`src/hw/mlp_config.svh`:
```
`ifndef MLP_CONFIG_SVH
`define MLP_CONFIG_SVH

// network shape.
`define MLP_FEATURES 15
`define MLP_HIDDEN 4
`define MLP_CLASSES 3
`define MLP_FRAC_SHIFT 13

// edge taking the last feature to the resultValid edge.
`define MLP_PIPE_DEPTH 7

// weight lists start with the highest input so input 0 sits in the low bits.
`define MLP_H0_W { \
	-32'sd350, 32'sd1790, 32'sd476, -32'sd2210, 32'sd1333, \
	-32'sd512, 32'sd2048, 32'sd905, -32'sd1785, 32'sd3310, \
	-32'sd96, 32'sd640, 32'sd2375, -32'sd1420, 32'sd812 }
`define MLP_H0_B 32'sd512

`define MLP_H1_W { \
	32'sd3390, -32'sd765, 32'sd1408, -32'sd97, 32'sd2210, \
	32'sd844, -32'sd3012, 32'sd1566, -32'sd289, 32'sd733, \
	32'sd4020, -32'sd1875, 32'sd118, 32'sd2950, -32'sd640 }
`define MLP_H1_B -32'sd1024

`define MLP_H2_W { \
	32'sd1245, 32'sd722, -32'sd1610, 32'sd3060, -32'sd233, \
	32'sd1975, -32'sd880, 32'sd415, 32'sd2690, -32'sd1340, \
	32'sd58, 32'sd3175, -32'sd2260, -32'sd410, 32'sd1520 }
`define MLP_H2_B 32'sd350

`define MLP_H3_W { \
	-32'sd1377, 32'sd2605, -32'sd36, 32'sd1480, 32'sd587, \
	-32'sd2045, 32'sd1012, 32'sd3320, 32'sd366, -32'sd1190, \
	32'sd2540, -32'sd455, 32'sd1738, 32'sd904, -32'sd2875 }
`define MLP_H3_B 32'sd128

`define MLP_O0_W {-32'sd615, 32'sd2988, -32'sd1736, 32'sd4210}
`define MLP_O0_B -32'sd420
`define MLP_O1_W {32'sd2460, -32'sd702, 32'sd3875, -32'sd1294}
`define MLP_O1_B 32'sd275
`define MLP_O2_W {32'sd3315, -32'sd3140, 32'sd955, 32'sd1860}
`define MLP_O2_B -32'sd130

`endif

```
`src/hw/mlpPkg.sv`:
```
`default_nettype none

package mlpPkg;

	// node outputs only fill the low 16 bits.
	typedef logic [31:0] activation_t;

	// two's complement value held as a plain vector.
	typedef logic [31:0] weight_t;

	typedef logic [1:0] classIndex_t;

	typedef logic [15:0] sampleCount_t;

	typedef enum logic [1:0] {
		idle,
		collecting,
		draining
	} controlState_t;

endpackage

`default_nettype wire

```
`src/hw/featureBuffer.sv`:
```
`timescale 1ns/1ps
`default_nettype none

`include "mlp_config.svh"

module featureBuffer
	import mlpPkg::*;
(
	input logic clk,
	input logic reset,
	input activation_t featureIn,
	input logic featureStrobe,
	output activation_t feature0,
	output activation_t feature1,
	output activation_t feature2,
	output activation_t feature3,
	output activation_t feature4,
	output activation_t feature5,
	output activation_t feature6,
	output activation_t feature7,
	output activation_t feature8,
	output activation_t feature9,
	output activation_t feature10,
	output activation_t feature11,
	output activation_t feature12,
	output activation_t feature13,
	output activation_t feature14
);

	activation_t words [`MLP_FEATURES];

	// new words enter at the top and the oldest ends in slot 0.
	always_ff @(posedge clk)
	begin
		if (reset)
		begin
			for (int i = 0; i < `MLP_FEATURES; i++)
			begin
				words[i] <= '0;
			end
		end
		else if (featureStrobe)
		begin
			for (int i = 0; i < `MLP_FEATURES - 1; i++)
			begin
				words[i] <= words[i + 1];
			end
			words[`MLP_FEATURES - 1] <= featureIn;
		end
	end

	assign feature0 = words[0];
	assign feature1 = words[1];
	assign feature2 = words[2];
	assign feature3 = words[3];
	assign feature4 = words[4];
	assign feature5 = words[5];
	assign feature6 = words[6];
	assign feature7 = words[7];
	assign feature8 = words[8];
	assign feature9 = words[9];
	assign feature10 = words[10];
	assign feature11 = words[11];
	assign feature12 = words[12];
	assign feature13 = words[13];
	assign feature14 = words[14];

endmodule

`default_nettype wire

```
`config.mk`:
```
export PLATFORM = sky130hd
export DESIGN_NAME = featureBuffer
export DESIGN_NICKNAME = d
export VERILOG_FILES = /design/src/hw/mlpPkg.sv /design/src/hw/featureBuffer.sv
export VERILOG_INCLUDE_DIRS = /design/src /design/src/hw
export SDC_FILE = /design/constraint.sdc
export NUM_CORES = 1
export LEC_CHECK = 0
export ABC_AREA = 1
export BUFFER_PORTS_ARGS = -buffer_cell sky130_fd_sc_hd__buf_4
export CORE_MARGIN = 3
export CORE_UTILIZATION = 45
export CTS_BUF_LIST = sky130_fd_sc_hd__clkbuf_2 sky130_fd_sc_hd__clkbuf_4 sky130_fd_sc_hd__clkbuf_8
export DETAILED_ROUTE_END_ITERATION = 7
export HOLD_SLACK_MARGIN = 0.06
export PLACE_DENSITY = 0.79
export SYNTH_ARGS = -nofsm -noshare
export SYNTH_HDL_FRONTEND = slang
export SYNTH_SLANG_ARGS = --single-unit
```
`constraint.sdc`:
```
create_clock -name clk -period 27.3 [get_ports clk]
set_clock_uncertainty 0.2 [all_clocks]
set_input_delay 8.19 -clock clk [delete_from_list [all_inputs] [get_ports clk]]
set_output_delay 8.19 -clock clk [all_outputs]
set_load 0.02 [all_outputs]
```
* After elaboration in Yosys (flattened, before gate mapping)
Memory sizes are Yosys's and may differ from the RTL's.
Cells that the tools add are included.
** Word-level totals
- Input port bits :: 35
- Flip-flop bits (word level) :: 0
- Memories kept :: 1
- Logic and storage cells :: 36
- Output and inout bits :: 480
- RAM bits :: 480
** Operators by class
- Bitwise operators :: 15
- Multiplexer cells :: 20
** Memory list
- words :: depth 15, bits a word 32, rd ports 15, clocked after memory_dff 0, write ports 15, RTL line featureBuffer.sv:30 : activation_t words [`MLP_FEATURES];
** Operators by type and width (count)
- $mux W32 :: 15
- $or A1 B1 Y1 :: 15
- $mux W1 :: 5

* Depth between registers and ports, before layout
- Word-level depth :: 4
- Depth in mapped cells :: 6
- Mapped depth without buffers :: 3

* Worst setup path after synthesis
No wires, ideal clock.
- Path type :: input to register
- Start :: input reset
- End :: memory words[0][0] in the netlist's numbering, enable pin
- Arrival time :: 14.221 ns
- Path buffers :: 2
- Stages :: 3
- Data required time :: 26.452 ns
- Slack :: 12.231 ns
- Library setup time :: 0.648 ns
- Path through :: buf_4 > buf_2 > or2_2
** RTL lines
- start, declared :: RTL line featureBuffer.sv:10 : input logic reset,
- end, declared :: RTL line featureBuffer.sv:30

==> run summary <==
• **DP HPWL** 31530 um
• **power per standard cell area** 70.39 nW/um2
• **Mapped Cells** 1496
• **largest delay contributor family on the critical path** buffers and inverters
• **First DRT Iteration DRCs** 859
• **Clock Sink Count** 480
• **max-capacitance violation count** 0
• **library cell contributing the largest single delay on the critical path** sky130_fd_sc_hd__buf_4
• **count of cells resized by post-cts repair** 0
• **classification of the worst-slack hold path** flop to flop
• **Top Registers** words: 480 flops
• **sequential area share after synthesis** 0.7697
• **outcome** finished, final reports clean
• **mean instance size in the synthesized netlist** 12.52 um2
• **Worst Setup End Kind** flop
• **post-route setup TNS** 0 ns
• **standard cell core area** 40920 um2
• **Net Sw Frac** 0.2577
• **synthesized area** 18730 um2
• **detailed-routing wirelength on met1** 15470 um
• **sort of element at the start of the critical path** input pin
• **met2 wirelength from detailed routing** 22530 um
• **clock transition at the registers of the reported paths** 0.06 ns
• **std cell rows** 74
• **Skew-Pair Late Insertion Delay** 0.61 ns
• **final weighted congestion in routability-driven placement** 0.8501
• **largest voltage drop on the vdd net** 0.00006200 V
• **1st-pass router iterations** 5
• **final total power** 1.717 mW
• **Final Max Tran Viols** 0
• **total CTS buffers** 78
• **number of top-level pins** 515
• **GRT Util Overall** 0.1989
• **Via density** 4.431
• **CTS Buffer Depth** 3
• **Post-Syn Nets** 1531
• **wire length of the first global-routing pass** 67050 um
• **number of port buffers** 514
• **starting utilization of the core area** 0.4576
• **WL per Instance** 17.09 um
• **CTS tree** yes
• **area grow syn2layout** 30.23%
• **fraction of final layout cells sized beyond drive strength 1** 0.3476
• **Distinct cells, synth** 11
• **Critical path buffers and inverters** 3
• **post-route clock period utilization** 0.4195
• **clock tree root buffer cell** sky130_fd_sc_hd__clkbuf_8
• **worst endpoint required time** 27.32 ns
• **RSZ-0062 raised after global routing** false
• **net count of the finished layout** 2078
• **largest net degree at the start of global routing** 189
• **horizontal die dimension** 210.0 um
• **Highest Signal Layer** met4
• **worst slew slack as a fraction of its limit** 0.2393
• **Worst-Margin Slew** 1.141 ns
• **max FFs per register** 480
• **Leak Pwr** 10.96 nW
• **relative contribution of combinational cells to total power** 0.122
• **flip-flop and latch count after synthesis** 480
• **DIE HEIGHT** 210.0 um
• **Most flops, register** words
• **delay of the slowest cell on the worst path** 0.88 ns
• **antenna violations before repair** 2
• **switching power** 442.4 uW
• **most common cell type on the critical path** sky130_fd_sc_hd__buf_4
• **Clk pwr share** 0.355
• **fin crit period** 11.45 ns
• **Total Die Area** 44100 um2
• **Met3 Routed Length** 5396 um
• **Peak Freq** 0.08732 GHz
• **Vias** 11667
• **DRT antenna net count** 0
• **Clock H-tree levels** 3
• **Pint** 1.274 mW
• **overflow left after global routing** 0
• **number of warning messages in the yosys log** 0
• **total routed wirelength** 45010 um
• **power share of the sequential group** 0.523
• **number of setup buffers added after CTS** 0
• **data arrival time of the critical path** 11.47 ns
• **hold violation total from the final report** 0
• **cells along the critical path** buf_4 -> or2_4 -> buf_12 -> buf_4
• **kind of critical path** input pin to flop
• **number of DRC violations after detailed routing** 0
• **number of global-route vias before repair** 11811
• **maximum fanout count along the critical path** 188
• **final setup vio count** 0
• **# hold bufs at CTS** 0
layout make-up:
type / instances / area (um2)
fillers: 3133 / 16540
flip-flops and latches: 480 / 14410
repair buffers: 520 / 3929
multi-input cells: 482 / 2056
inverters: 481 / 1805
clock buffers: 103 / 1267
well taps: 532 / 665.6
clock inverters: 34 / 247.7
diodes: 1 / 2.502
cells by family (layout without fill, tap and decap cells):
kind of cell / after synthesis / count (layout) / share of synthesized area
other: 0 / 1 / 0
and+or+nand+nor: 482 / 482 / 0.1092
buffers and inverters: 534 / 1138 / 0.1211
DFF: 480 / 480 / 0.7697
power groups by stage:
stage | Clock [mW] | Sequential [mW] | Combinational [mW]
final | 0.610 | 0.898 | 0.209
after global routing | 0.659 | 0.903 | 0.224
after CTS | 0.625 | 0.898 | 0.211
after detailed placement | 0 | 0.912 | 0.211
after global placement | 0 | 0.911 | 0.207
after floorplan | 0 | 0.975 | 0.0515
layer usage:
metal,vias up,global-route usage
met4,0,0.08568
li1,5599,-
met5,-,0
met3,98,0.08900
met2,523,0.3371
met1,5447,0.2176
through the flow:
step                      setup slack, ns  std cells  area [um2]  hold WS [ns]    util
after CTS                           15.95       2632       24380        0.3594  0.5958
after global placement              15.38       2495       22870        0.3389  0.5588
after detailed placement            15.26       2495       22870        0.3453  0.5588
after floorplan                     12.23       1496       18730        0.4775       -
final                               15.85       2633       24390        0.3564  0.5959
after global routing                15.64       2633       24390        0.3943  0.5959
worst reg2reg max path: stages (launching register included):
cell,delay (ns)
sky130_fd_sc_hd__edfxtp_1,0.49
sky130_fd_sc_hd__inv_1,0.09
sky130_fd_sc_hd__nor2_1,0.05
synth_stat cells:
master,number,share of area
sky130_fd_sc_hd__nand2_4,1,0.00060
sky130_fd_sc_hd__buf_4,2,0.00080
sky130_fd_sc_hd__buf_6,32,0.019
sky130_fd_sc_hd__nor2_1,390,0.078
sky130_fd_sc_hd__or2_2,1,0.00033
sky130_fd_sc_hd__buf_2,12,0.0032
sky130_fd_sc_hd__nor2_2,90,0.030
sky130_fd_sc_hd__edfxtp_1,480,0.77
sky130_fd_sc_hd__clkbuf_1,7,0.0014
sky130_fd_sc_hd__inv_1,480,0.096
sky130_fd_sc_hd__inv_2,1,0.00020
final timing paths:
kind	startpoint	end	slack, ns	cells after the start
worst max register to register	words[3][21]	words[2][53]	26.17	2
worst max-delay path	reset	words[2][27]	15.85	4
worst min register to register	words[6][2]	words[5][34]	0.36	2
worst min-delay path	words[6][2]	words[5][34]	0.36	2
placed cells by master, fill, tap and decap left out:
cell type / synthesis / final
sky130_fd_sc_hd__buf_4: 2 / 518
sky130_fd_sc_hd__clkinvlp_4: 0 / 3
sky130_fd_sc_hd__clkinv_2: 0 / 4
sky130_fd_sc_hd__nand2_8: 0 / 1
sky130_fd_sc_hd__clkbuf_4: 0 / 24
sky130_fd_sc_hd__bufinv_16: 0 / 3
sky130_fd_sc_hd__edfxtp_1: 480 / 480
sky130_fd_sc_hd__clkinv_1: 0 / 20
sky130_fd_sc_hd__nor2_2: 90 / 90
sky130_fd_sc_hd__inv_8: 0 / 2
sky130_fd_sc_hd__inv_1: 480 / 480
sky130_fd_sc_hd__or2_4: 0 / 1
sky130_fd_sc_hd__inv_6: 0 / 2
sky130_fd_sc_hd__buf_12: 0 / 2
sky130_fd_sc_hd__inv_2: 1 / 1
sky130_fd_sc_hd__diode_2: 0 / 1
sky130_fd_sc_hd__nor2_1: 390 / 390
sky130_fd_sc_hd__clkbuf_8: 0 / 79
(Power assumes the default switching activity.)
