===== config.mk =====
export PLATFORM = sky130hd
export DESIGN_NAME = classArgmax
export DESIGN_NICKNAME = d
export VERILOG_FILES = /design/src/hw/mlp_config.svh /design/src/hw/mlpPkg.sv /design/src/hw/classArgmax.sv
export SDC_FILE = /design/constraint.sdc
export NUM_CORES = 1
export LEC_CHECK = 0
export ABC_CLOCK_PERIOD_IN_PS = 4800
export BUFFER_PORTS_ARGS = -buffer_cell sky130_fd_sc_hd__buf_2
export CAP_MARGIN = 20
export CORE_MARGIN = 1
export CORE_UTILIZATION = 47
export CTS_CLUSTER_DIAMETER = 80
export DETAILED_ROUTE_END_ITERATION = 16
export PLACE_DENSITY = 0.93
export RECOVER_POWER = 50
export SYNTH_ARGS = -nofsm -noshare
export SYNTH_HDL_FRONTEND = slang
export SYNTH_SLANG_ARGS = --single-unit

===== constraint.sdc =====
create_clock -name clk -period 4.8 [get_ports clk]
set_clock_uncertainty 0.1 [all_clocks]
set_input_delay 0.48 -clock clk [delete_from_list [all_inputs] [get_ports clk]]
set_output_delay 0.48 -clock clk [all_outputs]
set_load 0.02 [all_outputs]

===== src/hw/mlp_config.svh =====
`ifndef MLP_CONFIG_SVH
`define MLP_CONFIG_SVH

// network shape.
`define MLP_FEATURES 15
`define MLP_HIDDEN 4
`define MLP_CLASSES 3
`define MLP_FRAC_SHIFT 13

// edge taking the last feature to the resultValid edge.
`define MLP_PIPE_DEPTH 7

// weight lists start with the highest input so input 0 sits in the low bits.
`define MLP_H0_W { \
	-32'sd350, 32'sd1790, 32'sd476, -32'sd2210, 32'sd1333, \
	-32'sd512, 32'sd2048, 32'sd905, -32'sd1785, 32'sd3310, \
	-32'sd96, 32'sd640, 32'sd2375, -32'sd1420, 32'sd812 }
`define MLP_H0_B 32'sd512

`define MLP_H1_W { \
	32'sd3390, -32'sd765, 32'sd1408, -32'sd97, 32'sd2210, \
	32'sd844, -32'sd3012, 32'sd1566, -32'sd289, 32'sd733, \
	32'sd4020, -32'sd1875, 32'sd118, 32'sd2950, -32'sd640 }
`define MLP_H1_B -32'sd1024

`define MLP_H2_W { \
	32'sd1245, 32'sd722, -32'sd1610, 32'sd3060, -32'sd233, \
	32'sd1975, -32'sd880, 32'sd415, 32'sd2690, -32'sd1340, \
	32'sd58, 32'sd3175, -32'sd2260, -32'sd410, 32'sd1520 }
`define MLP_H2_B 32'sd350

`define MLP_H3_W { \
	-32'sd1377, 32'sd2605, -32'sd36, 32'sd1480, 32'sd587, \
	-32'sd2045, 32'sd1012, 32'sd3320, 32'sd366, -32'sd1190, \
	32'sd2540, -32'sd455, 32'sd1738, 32'sd904, -32'sd2875 }
`define MLP_H3_B 32'sd128

`define MLP_O0_W {-32'sd615, 32'sd2988, -32'sd1736, 32'sd4210}
`define MLP_O0_B -32'sd420
`define MLP_O1_W {32'sd2460, -32'sd702, 32'sd3875, -32'sd1294}
`define MLP_O1_B 32'sd275
`define MLP_O2_W {32'sd3315, -32'sd3140, 32'sd955, 32'sd1860}
`define MLP_O2_B -32'sd130

`endif


===== src/hw/mlpPkg.sv =====
`default_nettype none

package mlpPkg;

	// node outputs only fill the low 16 bits.
	typedef logic [31:0] activation_t;

	// two's complement value held as a plain vector.
	typedef logic [31:0] weight_t;

	typedef logic [1:0] classIndex_t;

	typedef logic [15:0] sampleCount_t;

	typedef enum logic [1:0] {
		idle,
		collecting,
		draining
	} controlState_t;

endpackage

`default_nettype wire


===== src/hw/classArgmax.sv =====
`timescale 1ns/1ps
`default_nettype none

module classArgmax
	import mlpPkg::*;
(
	input logic clk,
	input logic reset,
	input activation_t score0,
	input activation_t score1,
	input activation_t score2,
	output classIndex_t classOut
);

	activation_t bestScore;
	classIndex_t bestIndex;

	// strict compare so ties keep the lower index.
	always_comb
	begin
		bestScore = score0;
		bestIndex = 2'd0;
		if (score1 > bestScore)
		begin
			bestScore = score1;
			bestIndex = 2'd1;
		end
		if (score2 > bestScore)
		begin
			bestIndex = 2'd2;
		end
	end

	always_ff @(posedge clk)
	begin
		if (reset)
		begin
			classOut <= '0;
		end
		else
		begin
			classOut <= bestIndex;
		end
	end

endmodule

`default_nettype wire


# Word-level counts from Yosys, hierarchy flattened
# Index checks and enable logic that the tools add are counted.
# word_totals
reg_bits	2
input_bits	98
out_inout_bits	2
word_cells	8
# classes
n_lt_le_gt_ge	2
mux	3
n_reduce_logical	1
# ops
op	count
> comparator 32 bit	2
two-way mux 32 bit	1
two-way mux 2 bit	1
OR reduction 2 bit	1
two-way mux 1 bit	1

# Depth between registers and ports, before layout
# Gate-level depths: netlist of the first run.
# logic_depth
word_depth	4
mapped_depth	16

# Worst setup path before layout of the first run
# Ideal clock, no wire load.
# synth_timing
path_kind	input-to-reg
from	in score0[18]
to	reg classOut[0]
arrival_ps	3517
slack_ps	1124
path_stages	16
n_path_buf	1
cell_sequence	inv_1 ha_1 a211oi_1 a211oi_1 a2111oi_1 o31ai_1 a2bb2oi_2 buf_6 mux2i_1 ha_1 a21o_1 a221o_1 a21oi_1 o21ai_0 nor4_1 o211a_1
# synth_between
elab_chain_len	4
word_cells_on_any_way	5
classes_between	order compare (2); mux (2); reduce/logical (1)
# synth_rtl
element	line	rtl
start, declared	classArgmax.sv:9	input activation_t score0,
> comparator 32 bit	classArgmax.sv:23	if (score1 > bestScore)
two-way mux 32 bit	classArgmax.sv:23	
> comparator 32 bit	classArgmax.sv:28	if (score2 > bestScore)
OR reduction 2 bit (no source line)	--	
end signal, assigned	classArgmax.sv:42	classOut <= bestIndex;
end, declared	classArgmax.sv:12	output classIndex_t classOut
# Parallel ways exist; a longest one is shown, timed or not.
# A chain may end at the register's enable or synchronous reset.

# Worst setup path in the final report of the first run
# layout_timing
from	in score0[29]
to	reg classOut[0]
# The elaborated chain is that of the path after synthesis.

==> impl_metrics.ini, run 1 <==
[power_and_ir_drop]
p_switching_mw = 0.145
p_int_mw = 0.200
netSwitchingFraction = 0.420
power_mw = 0.345
irDropWorstVdd_v = 0.0000681
p_leak_nw = 1.49
clock_power_share = 0.195
power.density_nw_per_um2 = 136
combPwrFrac = 0.748
p_seq_frac = 0.057

[setup_path]
crit_type = input pin to register
cp-start-kind = input pin
cp_data_arrival_time_ns = 4.25
required_ns = 4.86
cp-end-kind = register
worstPathMaxFanout = 9

[drt]
top_layer = met4
routed_wirelength_mm = 4.84
via_count = 2053
wl_met1_mm = 2.15
viasPerCell = 5.32
antenna_left = 0
route.met3.wl_um = 289
drc = 0
wl_met2_mm = 2.35
post_drt_wl_per_cell_um = 12.5
drt-initial-drc-count = 73
drt_pre_antenna_iters = 4

[cells_and_area]
regMostFlops = classOut
top_regs = classOut x2
final_nets = 500
final.fill_count = 339
utilization = 0.633
diodes = 0
largest_reg_flops = 2
syn2layout_area_growth_pct = 30.1
layout-drive-gt1-share = 0.324
postLayoutCellArea_um2 = 2530

[sta]
hold_viol_final = 0
grt_setup_unrepaired = no
timing.setup.tns_ns = 0
slew_headroom = 0.557
worst_slew_pin_slew_ns = 0.664
maxSlewViolCount = 0
fmax_mhz = 239
fin_crit_sh = 0.873
period_minus_slack_ns = 4.19
finalSetupViolations = 0
holdWs_ns = 0.352

[grt]
grt_pass1_vias = 1964
grt.overflow.total = 0
antenna_found_initial = 0
grt_max_degree = 12
globalRouteTotalUtil = 0.229
grt_pass1_wl_mm = 7.82

[clock_network]
cts_tree = yes
postCtsSetupRepairBufs = 0
htree_num_levels = 1
clkSinkCount = 2
ctsLongestPathBuffers = 2
cts_made_buffers = 3
cts_resized = 0
cts-root-buf = clkbuf_8
hold_buffers = 0
clk_pin_slew_ns = 0.03

[worst_hold_path]
min_from = reset
hold_end = classOut[1]$_SDFF_PP0_
holdPathStages = 2
hp-class = input pin to register

[floorplanning]
dieArea_um2 = 4400
rows = 23
die_h_um = 66.3
start_util = 0.486
core_um2 = 4000
dieWidth_um = 66.3
io-pin-count = 100

[synth]
syn_nets = 396
dominantRegCellSynth = dfxtp_1
netlist_area_um2 = 1950
synth_edf_count = 0
synth_async_sr_flop_share = 0
ys_seq_elements = 2
ys_types = 36
ys_seq_area_frac = 0.0206
ys_warn_count = 0
avgSynthCellArea_um2 = 8.31
syn_inst = 234

[placement]
placed_cell_area_um2 = 2490
hpwlAfterDp_mm = 4.39
port_buffers = 99
gp_congestion = 0.814

[run]
cap_violations = 0

[status]
status = completed
[logic make-up (layout without fill, tap and decap cells)]
group	count (synthesis)	after routing	synth area share
fa+ha+maj	64	64	0.412
compound gates	49	49	0.170
simple gates	48	48	0.142
buf+inv	38	140	0.0849
mux	33	33	0.170
flops	2	2	0.0206
[synth_stat cells (2+ instances only)]
cell      count  share of area
nand2_1      11          0.021
a221oi_1      2         0.0090
and4_1        3          0.014
nand4_1      11          0.035
dfxtp_1       2          0.021
nor2b_1       4          0.013
ha_1         64           0.41
nor2_1        5         0.0096
nor3_1        3         0.0077
a21o_1        6          0.023
nand3_1       4          0.010
a21oi_1      19          0.049
inv_1        35          0.068
o21ai_0       6          0.015
mux2i_1      32           0.16
buf_6         3          0.017
a211oi_1      5          0.019
[worst max-delay path, stage by stage]
cell,delay [ns]
buf_2,0.09
inv_1,0.04
ha_1,0.29
a21o_1,0.16
a21o_1,0.16
a221oi_1,0.36
o31ai_1,0.19
a2bb2oi_2,0.58
mux2i_1,0.26
ha_1,0.26
a21o_1,0.17
a221o_1,0.31
a21oi_1,0.15
o21ai_0,0.15
nor4_1,0.39
o211a_1,0.19
[worst max path at each step]
stage,start,endpoint,cells past startpoint
after floorplan,score0[18],classOut[0]$_SDFF_PP0_,16
after global placement,score0[14],classOut[0]$_SDFF_PP0_,15
after detailed placement,score0[11],classOut[0]$_SDFF_PP0_,16
after CTS,score0[29],classOut[0]$_SDFF_PP0_,16
after global routing,score0[18],classOut[0]$_SDFF_PP0_,16
final,score0[29],classOut[0]$_SDFF_PP0_,16
[routing by layer]
layer | up-vias | GRT usage
li1 | 1087 | -
met1 | 884 | 0.258
met2 | 74 | 0.436
met3 | 8 | 0.0534
met4 | 0 | 0.0346
met5 | - | 0
[placed cells by master, fill, tap and decap left out, drive strengths merged, types with 5 or more instances in the layout]
| cell type | synthesis | routed |
|---|---|---|
| o21ai | 7 | 7 |
| clkbuf | 0 | 5 |
| mux2i | 32 | 32 |
| buf | 3 | 100 |
| nand2 | 11 | 11 |
| a211oi | 5 | 5 |
| nor2 | 5 | 5 |
| a21oi | 19 | 19 |
| a21o | 6 | 6 |
| inv | 35 | 35 |
| ha | 64 | 64 |
| nand3 | 5 | 5 |
| nand4 | 11 | 11 |
[stage by stage]
step	std cells	worst slack, ns
detailed placement	383	0.393
global route	386	0.293
global placement	383	0.509
CTS	386	0.589
finish	386	0.607
floorplan	234	1.12
[layout make-up]
cell class / instances / area, µm² / share of cell area
multi-input combinational: 194 / 1740 / 0.688
sequential: 2 / 40.0 / 0.0158
inverter: 35 / 131 / 0.0519
clock buffer: 3 / 41.3 / 0.0163
timing repair buffer: 102 / 515 / 0.204
tap: 50 / 62.6 / 0.0247
[power groups by stage]
stage,Combinational (mW),Sequential [mW],Clock [mW]
after floorplan,0.170,0.0222,0
after global placement,0.248,0.0198,0
after detailed placement,0.259,0.0197,0
after CTS,0.261,0.0194,0.0678
after global routing,0.293,0.0197,0.0691
final,0.258,0.0196,0.0672
(Power assumes the default switching activity.)
==> run 2: changes to the inputs <==
--- a/config.mk
+++ b/config.mk
@@ -9,10 +9,10 @@
 export BUFFER_PORTS_ARGS = -buffer_cell sky130_fd_sc_hd__buf_2
 export CAP_MARGIN = 20
 export CORE_MARGIN = 1
-export CORE_UTILIZATION = 47
+export CORE_UTILIZATION = 23
 export CTS_CLUSTER_DIAMETER = 80
 export DETAILED_ROUTE_END_ITERATION = 16
-export PLACE_DENSITY = 0.93
+export PLACE_DENSITY = 0.57
 export RECOVER_POWER = 50
 export SYNTH_ARGS = -nofsm -noshare
 export SYNTH_HDL_FRONTEND = slang
==> run 2 against run 1 <==
Worst hold slack improved by 0.0014 ns. Routed wire length is 13% higher. Critical path depth rose by 1. Sequential power about the same. Via count is 0.83% lower. Die area rose by 100%. Clock power rose by 1%. Fmax is 0.40% higher. Count of clock-buffer cells in the layout unchanged. Cell area up 3.0%. Critical endpoint unchanged. Largest cell class unchanged.
==> impl_metrics.ini, run 2 (synthesis gave the netlist of run 1 again) <==
[status]
status = completed

[setup_path]
cp_slowest_cell = nor4_1
worst-path-buf-inv = 3
worstPathMaxFanout = 5
required_ns = 4.86
cp_data_arrival_time_ns = 4.23
critPathMaxStageDelay_ns = 0.44
crit_cells = 17
crit_family = compound AO/OA/AOI/OAI gates
crit_path_cell_trace = buf_2, inv_1, ha_1, a211oi_1, a211oi_1, a2111oi_1, o31ai_1, a2bb2oi_2, buf_4, mux2i_1, ha_1, a21o_1, a221o_1, a21oi_1, o21ai_0, nor4_1, o211a_1
crit_type = input pin to register
cp-start-kind = input pin
cp-end-kind = register

[cells_and_area]
top_regs = classOut x2
regMostFlops = classOut
final_cell_mix = 97 x buf_2, 64 x ha_1, 35 x inv_1
diodes = 0
final_nets = 501
final.fill_count = 911
utilization = 0.317
largest_reg_flops = 2
syn2layout_area_growth_pct = 34.0
layout-drive-gt1-share = 0.326
layout_commonest_cell = buf_2
instances_no_fill = 442

[placement]
gp_congestion = 0.779
place_inst = 439
port_buffers = 99
hpwlAfterDp_mm = 5.01

[clock_network]
cts-root-buf = clkbuf_8
cts_tree = yes
cts_made_buffers = 3
ctsLongestPathBuffers = 2
clk_pin_slew_ns = 0.03
postCtsSetupRepairBufs = 0
clkSinkCount = 2
hold_buffers = 0
cts_resized = 0
htree_num_levels = 1

[drt]
wl_met2_mm = 2.54
routed_wirelength_mm = 5.47
post_drt_wl_per_cell_um = 12.4
route.met3.wl_um = 336
via_count = 2036
wl_met1_mm = 2.54
top_layer = met4
drt-initial-drc-count = 14
drc = 0
antenna_left = 0
viasPerCell = 4.61
drt_pre_antenna_iters = 4

[power_and_ir_drop]
clock_power_share = 0.194
p_leak_nw = 1.50
irDropWorstVdd_v = 0.0000529
netSwitchingFraction = 0.425
power_mw = 0.350
p_int_mw = 0.201
p_seq_frac = 0.056
combPwrFrac = 0.749
p_switching_mw = 0.149
power.density_nw_per_um2 = 134

[floorplanning]
dieArea_um2 = 8830
io-pin-count = 100
rows = 33
start_util = 0.237
dieWidth_um = 94.0
die_h_um = 94.0
core_um2 = 8220

[sta]
holdWs_ns = 0.354
fin_crit_sh = 0.870
timing.setup.tns_ns = 0
hold_viol_final = 0
grt_setup_unrepaired = no
slew_headroom = 0.675
fmax_mhz = 239
worst_slew_pin_slew_ns = 0.484
maxSlewViolCount = 0
period_minus_slack_ns = 4.18
finalSetupViolations = 0

[grt]
globalRouteTotalUtil = 0.125
grt_pass1_wl_mm = 8.71
antenna_found_initial = 0
grt_max_degree = 12
grt.overflow.total = 0
grt_pass1_vias = 2038

[worst_hold_path]
holdPathStages = 2
hp-class = input pin to register

[run]
cap_violations = 0
==> run 2: cell types whose count changed in the layout (fill, tap and decap cells not counted) <==
cell / before / now
buf_4: 3 / 4
==> run 2: metal layers <==
layer / GRT usage / up-vias
li1: - / 1090
met1: 0.152 / 872
met2: 0.230 / 70
met3: 0.0146 / 4
met4: 0.0359 / 0
met5: 0 / -
==> run 2: power groups by stage <==
stage,Combinational [mW],Sequential [mW],Clock [mW]
3_3_place_gp,0.258,0.0198,0
4_1_cts,0.267,0.0196,0.0694
6_report,0.262,0.0197,0.0681
2_1_floorplan,0.170,0.0222,0
5_1_grt,0.301,0.0199,0.0704
3_5_place_dp,0.264,0.0198,0
==> run 2: per-stage QoR <==
stage | area, µm² | worst slack [ns]
floorplan | 1950 | 1.12
global placement | 2570 | 0.496
detailed placement | 2570 | 0.406
CTS | 2610 | 0.583
global route | 2610 | 0.203
finish | 2610 | 0.624
==> run 2: area by class of cell <==
cell class / count / area (µm²) / area share
Multi-Input combinational cell: 194 / 1740 / 0.667
Inverter: 35 / 131 / 0.0504
Sequential cell: 2 / 40.0 / 0.0154
Timing Repair Buffer: 103 / 523 / 0.201
Clock buffer: 3 / 41.3 / 0.0158
Tap cell: 105 / 131 / 0.0504
==> run 2: worst paths after layout <==
path | startpoint | endpoint | slack [ns]
worst max-delay path | score0[18] | classOut[0]$_SDFF_PP0_ | 0.62
worst min-delay path | reset | classOut[1]$_SDFF_PP0_ | 0.35
==> run 3: changes to the inputs <==
--- a/config.mk
+++ b/config.mk
@@ -5,6 +5,7 @@
 export SDC_FILE = /design/constraint.sdc
 export NUM_CORES = 1
 export LEC_CHECK = 0
+export ABC_AREA = 1
 export ABC_CLOCK_PERIOD_IN_PS = 4800
 export BUFFER_PORTS_ARGS = -buffer_cell sky130_fd_sc_hd__buf_2
 export CAP_MARGIN = 20
@@ -12,8 +13,8 @@
 export CORE_UTILIZATION = 23
 export CTS_CLUSTER_DIAMETER = 80
 export DETAILED_ROUTE_END_ITERATION = 16
-export PLACE_DENSITY = 0.57
-export RECOVER_POWER = 50
+export PLACE_DENSITY = 0.56
+export RECOVER_POWER = 100
 export SYNTH_ARGS = -nofsm -noshare
 export SYNTH_HDL_FRONTEND = slang
 export SYNTH_SLANG_ARGS = --single-unit
==> run 3 against run 2 <==
Routed wire length rose by 15%. Non-clock buffer count is 4 lower. Power rose by 5.0%. Worst hold slack better by 0.011 ns. Synthesized cell count increased by 70%. Critical path depth up 4. Combinational power increased by 8.4%. Count of clock-buffer cells in the layout is the same. Core utilization down 1.0 points. Final cell count rose by 40%. Worst setup slack better by 0.48 ns. Critical path type unchanged. Largest cell class unchanged. Largest power group unchanged.
==> impl_metrics.ini, run 3 <==
[status]
status = completed

[power_and_ir_drop]
power_mw = 0.368
irDropWorstVdd_v = 0.0000738
power.density_nw_per_um2 = 127
p_leak_nw = 1.95

[sta]
period_minus_slack_ns = 3.69
fin_crit_sh = 0.769
slew_headroom = 0.559
grt_setup_unrepaired = no
hold_viol_final = 0
holdWs_ns = 0.365
worst_slew_pin_slew_ns = 0.659
finalSetupViolations = 0
timing.setup.tns_ns = 0
fmax_mhz = 271
timing.final.ws_setup_ns = 1.11
maxSlewViolCount = 0

[floorplanning]
dieArea_um2 = 10300
io-pin-count = 100
start_util = 0.241
dieWidth_um = 101
die_h_um = 101
rows = 35
core_um2 = 9420

[setup_path]
worstPathMaxFanout = 34
worst-path-buf-inv = 3
cp_slowest_cell = nand2_2
crit_type = input pin to register
cp-start-kind = input pin
crit_family = simple AND/OR/NAND/NOR gates
crit_path_cell_trace = buf_2, inv_1, ha_1, nand2_1, nor2_1, nand4_1, nor2_2, nand2_1, nand2_4, nand2_2, nand2_1, nand2_1, ha_1, nand2_1, nor2_1, and2_1, inv_1, nor2_1, nand2_1, a21oi_1, nor2_1
required_ns = 4.79
cp-end-kind = register
critPathMaxStageDelay_ns = 0.46
cp_data_arrival_time_ns = 3.69
cp_common_cell = nand2_1

[cells_and_area]
final.fill_count = 1089
layout_commonest_cell = nand2_1
final_nets = 655
multiInputGateArea_um2 = 1850
syn2layout_area_growth_pct = 27.5
diodes = 0
ff_latch_area_um2 = 40.0
layout-drive-gt1-share = 0.214
largest_reg_flops = 2
regMostFlops = classOut
top_regs = classOut x2
final_cell_mix = 133 x nand2_1, 97 x buf_2, 83 x inv_1

[synth]
netlist_area_um2 = 2270
syn_inst = 398
synth_area_leaders = ha_1 35%, nand2_1 22%, inv_1 14%, nand3_1 8.8%, a21oi_1 5.7%
synth_edf_count = 0
ys_seq_elements = 2
synth_async_sr_flop_share = 0
synth.most_common_cell = nand2_1
syn_nets = 560
dominantRegCellSynth = dfxtp_1
ys_types = 20
avgSynthCellArea_um2 = 5.70
ys_warn_count = 0
yosys.area.top_type = ha_1
synth_top_area_frac = 0.353
ys_seq_area_frac = 0.0176
synth_commonest_cells = 133 x nand2_1, 83 x inv_1, 64 x ha_1

[clock_network]
cts-root-buf = clkbuf_8
cts_tree = yes
htree_num_levels = 1
hold_buffers = 0
postCtsSetupRepairBufs = 0
clkSinkCount = 2
cts_made_buffers = 3
clk_pin_slew_ns = 0.03
ctsLongestPathBuffers = 2
cts_resized = 0

[placement]
gp_congestion = 0.781
port_buffers = 99
hpwlAfterDp_mm = 5.54
dpl_worst_slack_ns = 0.981

[grt]
antenna_found_initial = 0
grt_pass1_wl_mm = 10.7
grt_pass1_vias = 2537
globalRouteTotalUtil = 0.128
grt.overflow.total = 0
grt_util_met1 = 0.162
grtUsageMet3 = 0.0228
grt.busiest_layer = met2
grt_max_degree = 35
grtUsageMet2 = 0.229

[drt]
drt-initial-drc-count = 50
via_count = 2597
post_drt_wl_per_cell_um = 10.1
viasPerCell = 4.19
drc = 0
routed_wirelength_mm = 6.29
antenna_left = 0
drt_pre_antenna_iters = 4

[worst_hold_path]
hp-class = input pin to register

[run]
cap_violations = 0
==> run 3: metal layers <==
| metal | routed length, µm | share of wire |
|---|---|---|
| met5 | 0 | 0 |
| met4 | 51 | 0.0081 |
| met3 | 387 | 0.062 |
| met2 | 2840 | 0.45 |
| met1 | 3010 | 0.48 |
==> run 3: layout make-up <==
cell class / instances / share of cell area
Multi-Input combinational cell: 304 / 0.638
Timing Repair Buffer: 99 / 0.170
Inverter: 83 / 0.108
Tap cell: 129 / 0.0558
Clock buffer: 3 / 0.0143
Sequential cell: 2 / 0.0138
==> run 3: cell families after synthesis <==
logic type      count (synthesis)  synth area share
flops                           2            0.0176
fa+ha+maj                      64             0.353
compound gates                 37            0.0899
simple gates                  203             0.373
buf+inv                        92             0.167
==> run 3: path summary, 6_finish.rpt <==
path	to	cells after the start	start	slack [ns]
setup / recovery	classOut[0]$_SDFF_PP0_	21	score0[23]	1.11
hold / removal	classOut[1]$_SDFF_PP0_	2	reset	0.36
==> run 3: metrics by stage <==
stage	util	cell area (µm²)	std cells
after global routing	0.307	2890	620
after CTS	0.308	2900	620
final	0.307	2890	620
after global placement	0.304	2860	617
after detailed placement	0.304	2860	617
after floorplan	-	2270	398
==> run 3: power breakdown <==
part | switching (mW) | leakage (nW) | total [mW] | internal (mW)
registers | 0.00103 | 0.0165 | 0.0199 | 0.0189
clock network | 0.0113 | 0.0216 | 0.0641 | 0.0528
logic | 0.161 | 1.91 | 0.284 | 0.122
