==> config.mk <==
export PLATFORM = sky130hd
export DESIGN_NAME = inferenceControl
export DESIGN_NICKNAME = d
export VERILOG_FILES = /design/src/hw/mlpPkg.sv /design/src/hw/inferenceControl.sv
export VERILOG_INCLUDE_DIRS = /design/src /design/src/hw
export SDC_FILE = /design/constraint.sdc
export NUM_CORES = 1
export LEC_CHECK = 0
export BUFFER_PORTS_ARGS = -buffer_cell sky130_fd_sc_hd__buf_2
export CAP_MARGIN = 15
export CELL_PAD_IN_SITES_DETAIL_PLACEMENT = 2
export CELL_PAD_IN_SITES_GLOBAL_PLACEMENT = 2
export CORE_MARGIN = 2
export CORE_UTILIZATION = 30
export CTS_CLUSTER_SIZE = 12
export DETAILED_ROUTE_END_ITERATION = 10
export HOLD_SLACK_MARGIN = 0.15
export PLACE_DENSITY = 0.66
export SYNTH_ARGS = -nofsm -noshare
export SYNTH_HDL_FRONTEND = slang
export SYNTH_SLANG_ARGS = --single-unit
==> constraint.sdc <==
create_clock -name clk -period 2.24 [get_ports clk]
set_clock_uncertainty 0.15 [all_clocks]
set_input_delay 0.112 -clock clk [delete_from_list [all_inputs] [get_ports clk]]
set_output_delay 0.112 -clock clk [all_outputs]
set_load 0.02 [all_outputs]
==> src/hw/mlp_config.svh <==
`ifndef MLP_CONFIG_SVH
`define MLP_CONFIG_SVH

// network shape.
`define MLP_FEATURES 15
`define MLP_HIDDEN 4
`define MLP_CLASSES 3
`define MLP_FRAC_SHIFT 13

// edge taking the last feature to the resultValid edge.
`define MLP_PIPE_DEPTH 7

// weight lists start with the highest input so input 0 sits in the low bits.
`define MLP_H0_W { \
	-32'sd350, 32'sd1790, 32'sd476, -32'sd2210, 32'sd1333, \
	-32'sd512, 32'sd2048, 32'sd905, -32'sd1785, 32'sd3310, \
	-32'sd96, 32'sd640, 32'sd2375, -32'sd1420, 32'sd812 }
`define MLP_H0_B 32'sd512

`define MLP_H1_W { \
	32'sd3390, -32'sd765, 32'sd1408, -32'sd97, 32'sd2210, \
	32'sd844, -32'sd3012, 32'sd1566, -32'sd289, 32'sd733, \
	32'sd4020, -32'sd1875, 32'sd118, 32'sd2950, -32'sd640 }
`define MLP_H1_B -32'sd1024

`define MLP_H2_W { \
	32'sd1245, 32'sd722, -32'sd1610, 32'sd3060, -32'sd233, \
	32'sd1975, -32'sd880, 32'sd415, 32'sd2690, -32'sd1340, \
	32'sd58, 32'sd3175, -32'sd2260, -32'sd410, 32'sd1520 }
`define MLP_H2_B 32'sd350

`define MLP_H3_W { \
	-32'sd1377, 32'sd2605, -32'sd36, 32'sd1480, 32'sd587, \
	-32'sd2045, 32'sd1012, 32'sd3320, 32'sd366, -32'sd1190, \
	32'sd2540, -32'sd455, 32'sd1738, 32'sd904, -32'sd2875 }
`define MLP_H3_B 32'sd128

`define MLP_O0_W {-32'sd615, 32'sd2988, -32'sd1736, 32'sd4210}
`define MLP_O0_B -32'sd420
`define MLP_O1_W {32'sd2460, -32'sd702, 32'sd3875, -32'sd1294}
`define MLP_O1_B 32'sd275
`define MLP_O2_W {32'sd3315, -32'sd3140, 32'sd955, 32'sd1860}
`define MLP_O2_B -32'sd130

`endif

==> src/hw/mlpPkg.sv <==
`default_nettype none

package mlpPkg;

	// node outputs only fill the low 16 bits.
	typedef logic [31:0] activation_t;

	// two's complement value held as a plain vector.
	typedef logic [31:0] weight_t;

	typedef logic [1:0] classIndex_t;

	typedef logic [15:0] sampleCount_t;

	typedef enum logic [1:0] {
		idle,
		collecting,
		draining
	} controlState_t;

endpackage

`default_nettype wire

==> src/hw/inferenceControl.sv <==
`timescale 1ns/1ps
`default_nettype none

`include "mlp_config.svh"

module inferenceControl
	import mlpPkg::*;
(
	input logic clk,
	input logic reset,
	input logic featureStrobe,
	output logic resultValid,
	output sampleCount_t sampleCount
);

	localparam int COUNT_W = $clog2(`MLP_FEATURES);
	localparam logic [COUNT_W-1:0] LAST_INDEX = COUNT_W'(`MLP_FEATURES - 1);

	controlState_t state;
	controlState_t stateNext;
	logic [COUNT_W-1:0] featureCount;
	logic [`MLP_PIPE_DEPTH-1:0] inFlight;
	logic lastFeature;

	// strobe that completes a sample.
	assign lastFeature = featureStrobe && (state == collecting) && (featureCount == LAST_INDEX);

	always_comb
	begin
		stateNext = state;
		case (state)
			idle:
			begin
				if (featureStrobe)
				begin
					stateNext = collecting;
				end
			end
			collecting:
			begin
				if (lastFeature)
				begin
					stateNext = draining;
				end
			end
			draining:
			begin
				// a new sample may start while older ones are still in the pipe.
				if (featureStrobe)
				begin
					stateNext = collecting;
				end
				else if (inFlight == '0)
				begin
					stateNext = idle;
				end
			end
			default:
			begin
				stateNext = idle;
			end
		endcase
	end

	always_ff @(posedge clk)
	begin
		if (reset)
		begin
			state <= idle;
			featureCount <= '0;
		end
		else
		begin
			state <= stateNext;
			if (featureStrobe)
			begin
				if (state != collecting)
				begin
					featureCount <= COUNT_W'(1);
				end
				else if (lastFeature)
				begin
					featureCount <= '0;
				end
				else
				begin
					featureCount <= featureCount + 1'b1;
				end
			end
		end
	end

	// one bit per sample in flight, as deep as the node and argmax latency.
	always_ff @(posedge clk)
	begin
		if (reset)
		begin
			inFlight <= '0;
			resultValid <= 1'b0;
			sampleCount <= '0;
		end
		else
		begin
			inFlight <= {inFlight[`MLP_PIPE_DEPTH-2:0], lastFeature};
			resultValid <= inFlight[`MLP_PIPE_DEPTH-1];
			if (inFlight[`MLP_PIPE_DEPTH-1])
			begin
				sampleCount <= sampleCount + 1'b1;
			end
		end
	end

endmodule

`default_nettype wire

Word-level counts from Yosys, hierarchy flattened
Index checks and enable logic that the tools add are counted.
Storage, ports and cells
  bits in registers: 30
  input port bits: 3
  output and inout bits: 17
  logic and storage cells: 26
Cells by class
  add/subtract/negate cells: 2
  eq/ne operators: 7
  multiplexer cells: 7
  reductions and logical operators: 5
Operators by type and width (number)
  16-bit by 1-bit adder with 16-bit output, second input constant: 1
  2-bit two-way mux: 4
  4-bit two-way mux: 2
  7-bit logical NOT: 1
  2-bit one-hot mux with 3 select lines: 1
  4-bit by 1-bit adder with 4-bit output, second input constant: 1
  4-bit == test, second input constant: 1
  2-bit inequality test, second input constant: 2
  3-bit inequality test, second input constant: 1
  3-bit AND reduction: 1
  2-bit by 1-bit == test with 1-bit output, second input constant: 1
  2-bit == test, second input constant: 1
  1-bit logical AND: 2
  2-bit logical NOT: 1
  2-bit by 1-bit inequality test with 1-bit output, second input constant: 1

Depth between registers and ports, before layout
Gate-level depths: netlist (run 1).
  depth after elaboration: 5
  gate-level depth with buffers: 7
  mapped depth without buffers: 6

Worst setup path after synthesis (run 1)
Ideal clock, no wire load.
  path type: register to register
  from: register sampleCount[0]
  to: register sampleCount[12]
  setup time: 0.125 ns
  arrival time: 1.572 ns
  required time: 1.965 ns
  path slack: 0.392 ns
  stages on the path, launching flop included: 7
  buffers on the path: 1
  period minus slack after synthesis: 1.848 ns
  cells stage by stage: dfxtp_1 ha_1 buf_2 inv_1 or4_4 xor2_1 nor2_2
On the way
  word-level cells in the longest chain between the ends: 1
RTL lines
  start, declared: RTL line inferenceControl.sv:13  | output sampleCount_t sampleCount
  start signal, assigned: RTL line inferenceControl.sv:108  | sampleCount <= sampleCount + 1'b1;
  16-bit by 1-bit adder with 16-bit output: RTL line inferenceControl.sv:108
No other way between the ends.
A chain may end at the register's enable or synchronous reset.

Final worst setup path (run 1)
Same ends and word-level chain as after synthesis.

==> impl.org, run 1 <==
** Status
- Outcome :: finished, final reports clean

** Logic synthesis
- In this run, synthesis inferred 0 flip-flops with an integrated enable.
- Mapped cell area :: between 1000 and 1500 um2
- Synthesis produced a netlist with a net count of 147.
- Of all flip-flops after synthesis, the portion carrying an async set or reset was 0%.
- Yosys attributes the largest share of cell area to sky130_fd_sc_hd__dfxtp_1 (47%), sky130_fd_sc_hd__nor2_1 (6.4%), sky130_fd_sc_hd__xor2_1 (5.5%).
- A synthesized cell averages 9.10 um2.
- For this run, the number of Yosys warnings is 0.
- Most used DFF post-synth :: sky130_fd_sc_hd__dfxtp_1
- Share of the synthesized area in the top cell type :: about 47%
- Count leader, synth :: sky130_fd_sc_hd__dfxtp_1
- Post-synth top cells :: sky130_fd_sc_hd__dfxtp_1 (30), sky130_fd_sc_hd__nor2_1 (22), sky130_fd_sc_hd__nor2b_1 (9)
- Post-synthesis sequential element count :: 30
- Synthesis handed over a netlist of 141 instances.
- Synth unique cells :: 39
- After synthesis, flip-flops and latches occupy 46.8% of the total area.
- Largest area contributor in the synthesized netlist :: sky130_fd_sc_hd__dfxtp_1

** Critical path
- STA classifies the critical path endpoint as a flip-flop.
- Crit path max-delay family :: simple AND/OR/NAND/NOR gates
- Of all nets on the critical path, the largest fanout is 8.
- Crit path launch :: sampleCount[0]$_SDFFE_PP0P_
- The worst register-to-register path begins at sampleCount[0]$_SDFFE_PP0P_.
- Counting both buffers and inverters, the worst setup path holds a total of 1.
- Maximum single-stage delay on the critical path :: 540 ps
- Type of the setup path with the least slack :: flip-flop to flip-flop
- For the worst setup path, the data arrival time is 1910 ps.
- Critical Path RT :: 2240 ps
- Critical path launch point type :: flip-flop
- Cell-by-cell listing of the critical path :: ha_1, inv_1, or4_4, xor2_1, nor2_2
- FF-to-FF setup slack :: approximately 330 ps
- Among all stages on the critical path, the largest delay is contributed by sky130_fd_sc_hd__or4_4.

** Clocking
- After clock tree synthesis, the repair step resized 0 gates.
- In this run the deepest clock path goes through 2 buffers.
- Hold buffer count at CTS :: 1
- TritonCTS built the clock tree.
- The tree is rooted in a sky130_fd_sc_hd__clkbuf_8.
- At the later pin of the worst-skew pair, clock insertion delay measures between 200 and 300 ps.
- Clock transition at the registers of the reported paths :: 60 ps
- # clock sinks :: 30
- The H-tree was split into 2 levels.
- Number of buffers inserted during clock tree synthesis :: 5
- Post-CTS setup-driven buffer insertion count :: 0

** Timing
- Setup violators final :: 0
- Worst Hold Slack :: 186 ps
- The final-report hold violation count was 0.
- The worst pin sits at a relative slew slack of 58.5%.
- Final number of max-transition violations :: 0
- Setup total negative slack on the finished layout was measured at 0 ps.
- Derived from the worst setup path, the maximum achievable clock frequency is 0.524 GHz.
- Across all setup checks in the final design, the least slack found is 332 ps.
- Transition time at the pin with the least slew margin :: 623 ps
- Final worst path period need :: 1910 ps
- Part of the cycle the worst path needs :: 85.2%
- Setup repair after global routing missed its margin :: false

** Route
- The routed design has 3310 um of wire.
- Final routed DRC violation total :: 0
- After detailed routing, the average wire length per cell comes to 15.5 um.
- Detailed-routing iteration count for the pre-antenna-repair pass :: 4
- Using the TritonRoute via totals, the vias-per-cell ratio works out to 5.05.
- DR vias :: 1,075
- The count of nets left with antenna violations once routing finished came out at 0.
- Initial detailed-routing violation count :: 38

** Power and ir drop
- Sequential fraction of design power :: approximately half
- Leakage Power :: between 0.0006 and 0.0007 uW
- Cell-internal power :: 878 uW
- IR analysis of the VDD net gives a maximum drop of 0.000293 V.
- Switching power share of the total :: between 20% and 30%
- Net load switching power :: 227 uW
- In this run the power density over the cells is about 720 nW/um2.
- The clock network accounts for 48.5% of the total power.
- In this run, the combinational gates consume approximately 2.5% of the power.
- Total power for the finished layout comes to approximately 1100 uW.

** Cells and area
- The repair_antennas step left the layout with diodes totalling 0.
- Fin nets :: 168
- The filler cells instantiated in the layout total 464.
- Fraction of layout cells with a size suffix above 1 :: 21.5%
- Excluding fillers, the count of instances in the completed layout stands at 213.
- Synthesis-to-finish area growth :: 19.7%

** Global route
- Largest net degree at the start of global routing :: 34
- Initial antenna violation count :: 0
- Global-route congestion overflow total :: 0
- Overall routing resource usage :: 14.9%
- The via count of the first global-routing pass was 1,103.
- First-pass GRT wire length :: 5620 um

** Hold path
- Hold crit path type :: input port to flip-flop
- Hold Startpoint :: reset

** Placed design
- PortBufs :: 19
- Cells after DPL :: 204
- After legalization and detailed placement, the total HPWL measured 2420 um.
- Setup Slack @ Placement :: 347 ps
- At the end of routability-driven placement, the weighted congestion stood at about 0.73.

** Die
- After floorplanning, the core was divided into 23 placement rows.
- I/O Pins :: 20
- The floorplan step set the die width to 69.4 um.
- Core Box Area :: slightly above 4000 um2
- The die is 69.4 um tall.
- The die covers about 4800 um2.
- Once the floorplan was initialized, standard cells occupied 31.6% of the core.

** Flow run
- Number of max-capacitance violations reported :: 0
-- routing by layer --
metal / global-route usage, % / wire, um
met3: 4.51 / 114
met5: 0 / 0
met4: 6.54 / 53
met1: 17.4 / 1470
met2: 25.1 / 1670
-- power groups by stage --
| stage | clock, uW | sequential (uW) | combinational, uW |
|---|---|---|---|
| 2_1_floorplan | 0 | 552 | 20.0 |
| 3_3_place_gp | 0 | 553 | 26.3 |
| 3_5_place_dp | 0 | 553 | 27.1 |
| 4_1_cts | 555 | 541 | 28.4 |
| 5_1_grt | 584 | 541 | 32.1 |
| 6_report | 536 | 541 | 27.7 |
-- through the flow --
step | util [%] | cell area (um2)
finish | 37.9 | 1540
detailed placement | 35.0 | 1420
CTS | 37.9 | 1540
global placement | 35.0 | 1420
floorplan | - | 1280
global route | 37.9 | 1540
-- sequential cells by signal, indices dropped and copies added, names as in the netlist --
signal,flops
featureCount,4
inFlight,7
resultValid,1
sampleCount,16
state,2
-- worst reg2reg max path, delay by kind of cell (launching register included) --
kind          cells  cell delay [ps]
buf+inv           1               80
xor+xnor          1              180
flops             1              420
fa+ha+maj         1              380
simple gates      2              580
-- worst paths after layout --
kind / to / depth (start not counted)
max: sampleCount[12]$_SDFFE_PP0P_ / 5
min: inFlight[0]$_SDFF_PP0_ / 2
max reg2reg: sampleCount[12]$_SDFFE_PP0P_ / 5
min reg2reg: inFlight[4]$_SDFF_PP0_ / 1
-- cell usage in the layout (no fill, tap or decap), types with 2 or more instances in the layout --
master	instances
sky130_fd_sc_hd__nand3_1	6
sky130_fd_sc_hd__nand2_1	5
sky130_fd_sc_hd__nor2b_1	9
sky130_fd_sc_hd__ha_1	3
sky130_fd_sc_hd__nand4_1	6
sky130_fd_sc_hd__xnor2_1	2
sky130_fd_sc_hd__nand2b_1	3
sky130_fd_sc_hd__dfxtp_1	30
sky130_fd_sc_hd__buf_2	19
sky130_fd_sc_hd__clkbuf_1	2
sky130_fd_sc_hd__mux2i_1	2
sky130_fd_sc_hd__clkbuf_8	5
sky130_fd_sc_hd__a31o_2	2
sky130_fd_sc_hd__and3_1	2
sky130_fd_sc_hd__a21oi_1	6
sky130_fd_sc_hd__inv_1	3
sky130_fd_sc_hd__nor3_1	4
sky130_fd_sc_hd__nor2_1	22
sky130_fd_sc_hd__xor2_1	8
-- logic make-up after synthesis --
logic type,count (synthesis),synth area share [%]
compound gates,14,6.82
fa+ha+maj,3,2.92
simple gates,70,30.2
buf+inv,10,3.12
xor+xnor,10,6.82
flops,30,46.8
mux,4,3.31
-- cell type report --
type                            instances  area, um2  area share [%]
Multi-Input combinational cell        101        643            41.9
Sequential cell                        30        601            39.1
Timing Repair Buffer                   21        113            7.33
Clock buffer                            7       76.3            4.97
Tap cell                               50       62.6            4.07
Clock inverter                          1       30.0            1.95
Inverter                                3       11.3           0.733
(Power assumes the default switching activity.)
==> run 2: changes to the inputs <==
--- a/config.mk
+++ b/config.mk
@@ -6,6 +6,7 @@
 export SDC_FILE = /design/constraint.sdc
 export NUM_CORES = 1
 export LEC_CHECK = 0
+export ABC_AREA = 1
 export BUFFER_PORTS_ARGS = -buffer_cell sky130_fd_sc_hd__buf_2
 export CAP_MARGIN = 15
 export CELL_PAD_IN_SITES_DETAIL_PLACEMENT = 2
@@ -15,7 +16,8 @@
 export CTS_CLUSTER_SIZE = 12
 export DETAILED_ROUTE_END_ITERATION = 10
 export HOLD_SLACK_MARGIN = 0.15
-export PLACE_DENSITY = 0.66
+export PLACE_DENSITY = 0.7
+export RECOVER_POWER = 50
 export SYNTH_ARGS = -nofsm -noshare
 export SYNTH_HDL_FRONTEND = slang
 export SYNTH_SLANG_ARGS = --single-unit
==> impl.org, run 2 <==
** Status
- Outcome :: finished, final reports clean

** Clocking
- The count of clock tree sinks is 30 (unchanged).
- The number of levels in the clock H-tree came to 2 (unchanged).
- Root Buffer Master :: sky130_fd_sc_hd__clkbuf_8
- Number of buffers inserted during clock tree synthesis :: 5 (unchanged)
- The clock-pin slew on the worst setup and hold paths was 70 ps (about the same).
- Clk Latency, worst-skew pair :: 280 ps (about the same)
- TritonCTS clock tree :: done
- The number of buffers on the longest clock path came to 2 (unchanged).

** Cells and area
- The top cell types in the final layout, fill and taps aside, are sky130_fd_sc_hd__nor2_1 (35), sky130_fd_sc_hd__dfxtp_1 (30), sky130_fd_sc_hd__nand2_1 (27), sky130_fd_sc_hd__inv_1 (23), sky130_fd_sc_hd__clkbuf_1 (15).
- Flip-flop count of the largest register after layout :: 16 (unchanged)
- The largest registers in the layout are sampleCount (16), inFlight (7), featureCount (4).
- Fin nets :: 213 (+27%)
- The filler cell count was 525 (+13%).
- The number of inserted diodes came to 0 (unchanged).
- Synthesis-to-finish area growth :: 18.1%
- More flip-flops sit in one register than any other, and that register is sampleCount.
- The library cell used most frequently in the layout, excluding fill and tap cells, is sky130_fd_sc_hd__nor2_1.
- The share of layout cells above drive strength 1 came to 13.9% (-7.5 points).

** Logic synthesis
- Post-synthesis sequential area ratio :: 44.1% (-2.7 points)
- Sorting the synthesized cells by area gives the leading types as sky130_fd_sc_hd__dfxtp_1 (44%), sky130_fd_sc_hd__nor2_1 (9.6%), sky130_fd_sc_hd__nand2_1 (7.4%).
- Mapped cell area :: 1360 um2 (+6.1%)
- Share of the synthesized area in the top cell type :: 44.1% (-2.7 points)
- The count of flip-flops with a built-in enable after synthesis was 0 (unchanged).
- Post-synth top cells :: sky130_fd_sc_hd__nor2_1 (35), sky130_fd_sc_hd__dfxtp_1 (30), sky130_fd_sc_hd__nand2_1 (27)
- Synthesized net count :: 188 (+28%)
- Mean cell area of the mapped netlist :: 7.49 um2 (-18%)
- Count leader, synth :: sky130_fd_sc_hd__nor2_1
- The number of instances in the synthesized netlist was 182 (+29%).
- Synth unique cells :: 29 (-26%)
- Post-synthesis sequential element count :: 30 (unchanged)
- Post-synthesis async set-or-reset flop share :: 0% (unchanged)
- The number of warnings issued by yosys came to 0 (unchanged).
- The most used flip-flop cell after synthesis is sky130_fd_sc_hd__dfxtp_1.
- Largest area contributor in the synthesized netlist :: sky130_fd_sc_hd__dfxtp_1

** Hold path
- The cell depth of the worst hold path came to 2 (unchanged).
- Hold crit path type :: flip-flop to flip-flop
- The worst hold path begins at inFlight[4]$_SDFF_PP0_.

** Timing
- Worst relative slew slack :: 72.4% (+14 points)
- The max-slew violation count came to 0 (unchanged).
- The final-layout setup total negative slack came to 0 ps (unchanged).
- The maximum achievable frequency is 0.518 GHz (-1.2%).
- The pin slew with the least headroom to its limit was 413 ps (-210 ps).
- The minimum period implied by the final worst setup slack is 1930 ps (+23.4 ps).
- Setup violators final :: 0 (unchanged)
- The final-report hold violation count came to 0 (unchanged).
- Setup repair after global routing left no endpoint under its margin.
- The final worst-path setup slack is 309 ps (-23.4 ps).
- Part of the cycle the worst path needs :: 86.2% (+1.0 points)

** Critical path
- Count of cells along the worst register-to-register path :: 8 (+3)
- The most numerous cell type found on the critical path is sky130_fd_sc_hd__inv_1.
- Levels on crit path :: 8 (+3)
- Cell-by-cell listing of the critical path :: inv_1, ha_1, nand3_1, nor2_1, inv_1, nand2_1, a21oi_1, dlygate4sd3_1
- Highest net fanout along the worst path :: 4 (-4)
- Critical path launch point type :: flip-flop
- Cell with the largest stage delay on the worst path :: sky130_fd_sc_hd__dlygate4sd3_1
- The peak per-stage delay on the critical path came to 580 ps (+40 ps).
- The most critical setup path has its startpoint at featureCount[0]$_SDFFE_PP0P_.
- Arrival time of the worst setup path :: 1940 ps (+30 ps)
- Crit path max-delay family :: buffers and inverters
- Crit Reg-Reg Startpoint :: featureCount[0]$_SDFFE_PP0P_
- The worst path buffer plus inverter count is 3 (+2).
- Critical Path RT :: 2250 ps (about the same)
- Type of the setup path with the least slack :: flip-flop to flip-flop
- FF-to-FF setup slack :: 310 ps (-20 ps)
- STA classifies the critical path endpoint as a flip-flop.

** Route
- Detailed-routing iteration count for the pre-antenna-repair pass :: 2 (-2)
- Wire length on met1 :: 1590 um (+7.8%)
- The routed wire length is 3630 um (+9.5%).
- The total via count in the routed design is 1,251 (+16%).
- The number of violations reported at the end of detailed-routing iteration 0 was 26 (-32%).
- The residual DRC count is 0 (unchanged).
- The final antenna-violating net count is 0 (unchanged).
- Wire length on met2 :: 1900 um (+14%)
- The detailed-routed wire length on met3 is 125 um (+9.6%).
- The number of vias per cell came to 4.81 (-4.7%).
- The highest layer touched by signal routing is met4.
- Routed WL per cell :: 13.9 um (-10%)

** Placed design
- The worst setup slack before clock tree synthesis was 744 ps (+397 ps).
- The routability congestion estimate came to 0.713 (-2.4%).
- PortBufs :: 19 (unchanged)
- DP Wirelength :: 2650 um (+9.5%)

** Power and ir drop
- Sequential fraction of design power :: 52.0% (+3.0 points)
- Leakage Power :: 0.000659 uW (+2.3%)
- The peak supply drop is 0.000313 V (+6.8%).
- The internal power of the cells came to 799 uW (-9.0%).
- Part of the total power dissipated in the clock network :: 44.1% (-4.4 points)
- The combinational group share of total power was 3.9% (+1.4 points).
- The switching power as a share of total power came to 23.3% (+2.8 points).
- The net switching power figure came to 243 uW (+7.2%).
- The power per standard cell area is 648 nW/um2 (-9.9%).

** Global route
- First-pass GRT wire length :: 6200 um (+10%)
- The total routing usage reported by global routing came to 15.6% (+0.73 points).
- The largest net degree at the start of global routing is 21 (-38%).
- The number of antenna violations at the first check in global routing is 0 (unchanged).
- The sum of overflow across all layers after global routing is 0 (unchanged).
- Number of global-route vias before repair :: 1,366 (+24%)

** Die
- Die Height :: 71.4 um (+2.9%)
- The starting density of the core was 31.3% (-0.34 points).
- # rows :: 24 (+4.3%)
- I/O Pins :: 20 (unchanged)
- The x dimension of the die was 71.4 um (+2.9%).
- Core Box Area :: 4350 um2 (+7.3%)
- The die outline area was 5100 um2 (+5.8%).

** Flow run
- Number of max-capacitance violations reported :: 0 (unchanged)
## run 2: timing repair
item                      CTS  global route
hold endpoints to repair   17             0
hold buffers                3             0
buffers inserted            0             0
resized for setup           0             0
## run 2: final timing paths
check                                               to
worst min register to register  inFlight[5]$_SDFF_PP0_
worst min-delay path            inFlight[5]$_SDFF_PP0_
worst max register to register   state[0]$_SDFFE_PP0P_
worst max-delay path             state[0]$_SDFFE_PP0P_
## run 2: area by class of cell
| type | count | area [um2] | area share, % |
|---|---|---|---|
| clock inverters | 2 | 12.5 | 0.778 |
| well taps | 52 | 65.1 | 4.04 |
| multi-input cells | 123 | 648 | 40.3 |
| repair buffers | 22 | 106 | 6.61 |
| inverters | 25 | 93.8 | 5.83 |
| clock buffers | 6 | 82.6 | 5.13 |
| flip-flops and latches | 30 | 601 | 37.3 |
## run 2: worst reg2reg max path, delay by kind of cell (launching register included)
| family | cells | cell delay, ps |
|---|---|---|
| flops | 1 | 340 |
| buf+inv | 3 | 760 |
| simple gates | 3 | 380 |
| compound gates | 1 | 50 |
| fa+ha+maj | 1 | 140 |
## run 2: routing by layer
layer  vias up  global-route usage [%]
li1        618                       -
met1       616                    17.3
met2        15                    28.7
met3         2                    4.36
met4         0                    5.03
met5         -                       0
## run 2: stage by stage
step / std cells / hold slack, ps / util (%) / area (um2) / power [uW]
floorplan: 182 / 109 / - / 1360 / 578
global placement: 249 / 262 / 34.5 / 1500 / 588
detailed placement: 249 / 271 / 34.5 / 1500 / 590
CTS: 260 / 280 / 37.4 / 1630 / 1060
global route: 260 / 298 / 37.0 / 1610 / 1090
finish: 260 / 273 / 37.0 / 1610 / 1040
## run 2: power groups by stage
| stage | clock, uW | combinational [uW] | sequential (uW) |
|---|---|---|---|
| after global routing | 496 | 47.2 | 543 |
| after detailed placement | 0 | 36.1 | 554 |
| after global placement | 0 | 34.1 | 554 |
| final | 460 | 40.3 | 542 |
| after CTS | 475 | 41.5 | 542 |
| after floorplan | 0 | 25.4 | 553 |
## run 2: cell families after synthesis
| logic type | count (synthesis) | synth area share, % |
|---|---|---|
| AND/OR/NAND/NOR | 95 | 33.7 |
| adder cells (fa/ha/maj) | 3 | 2.76 |
| flip-flops | 30 | 44.1 |
| buffers and inverters | 29 | 8.36 |
| XOR/XNOR | 4 | 2.57 |
| AO/OA/AOI/OAI | 21 | 8.54 |
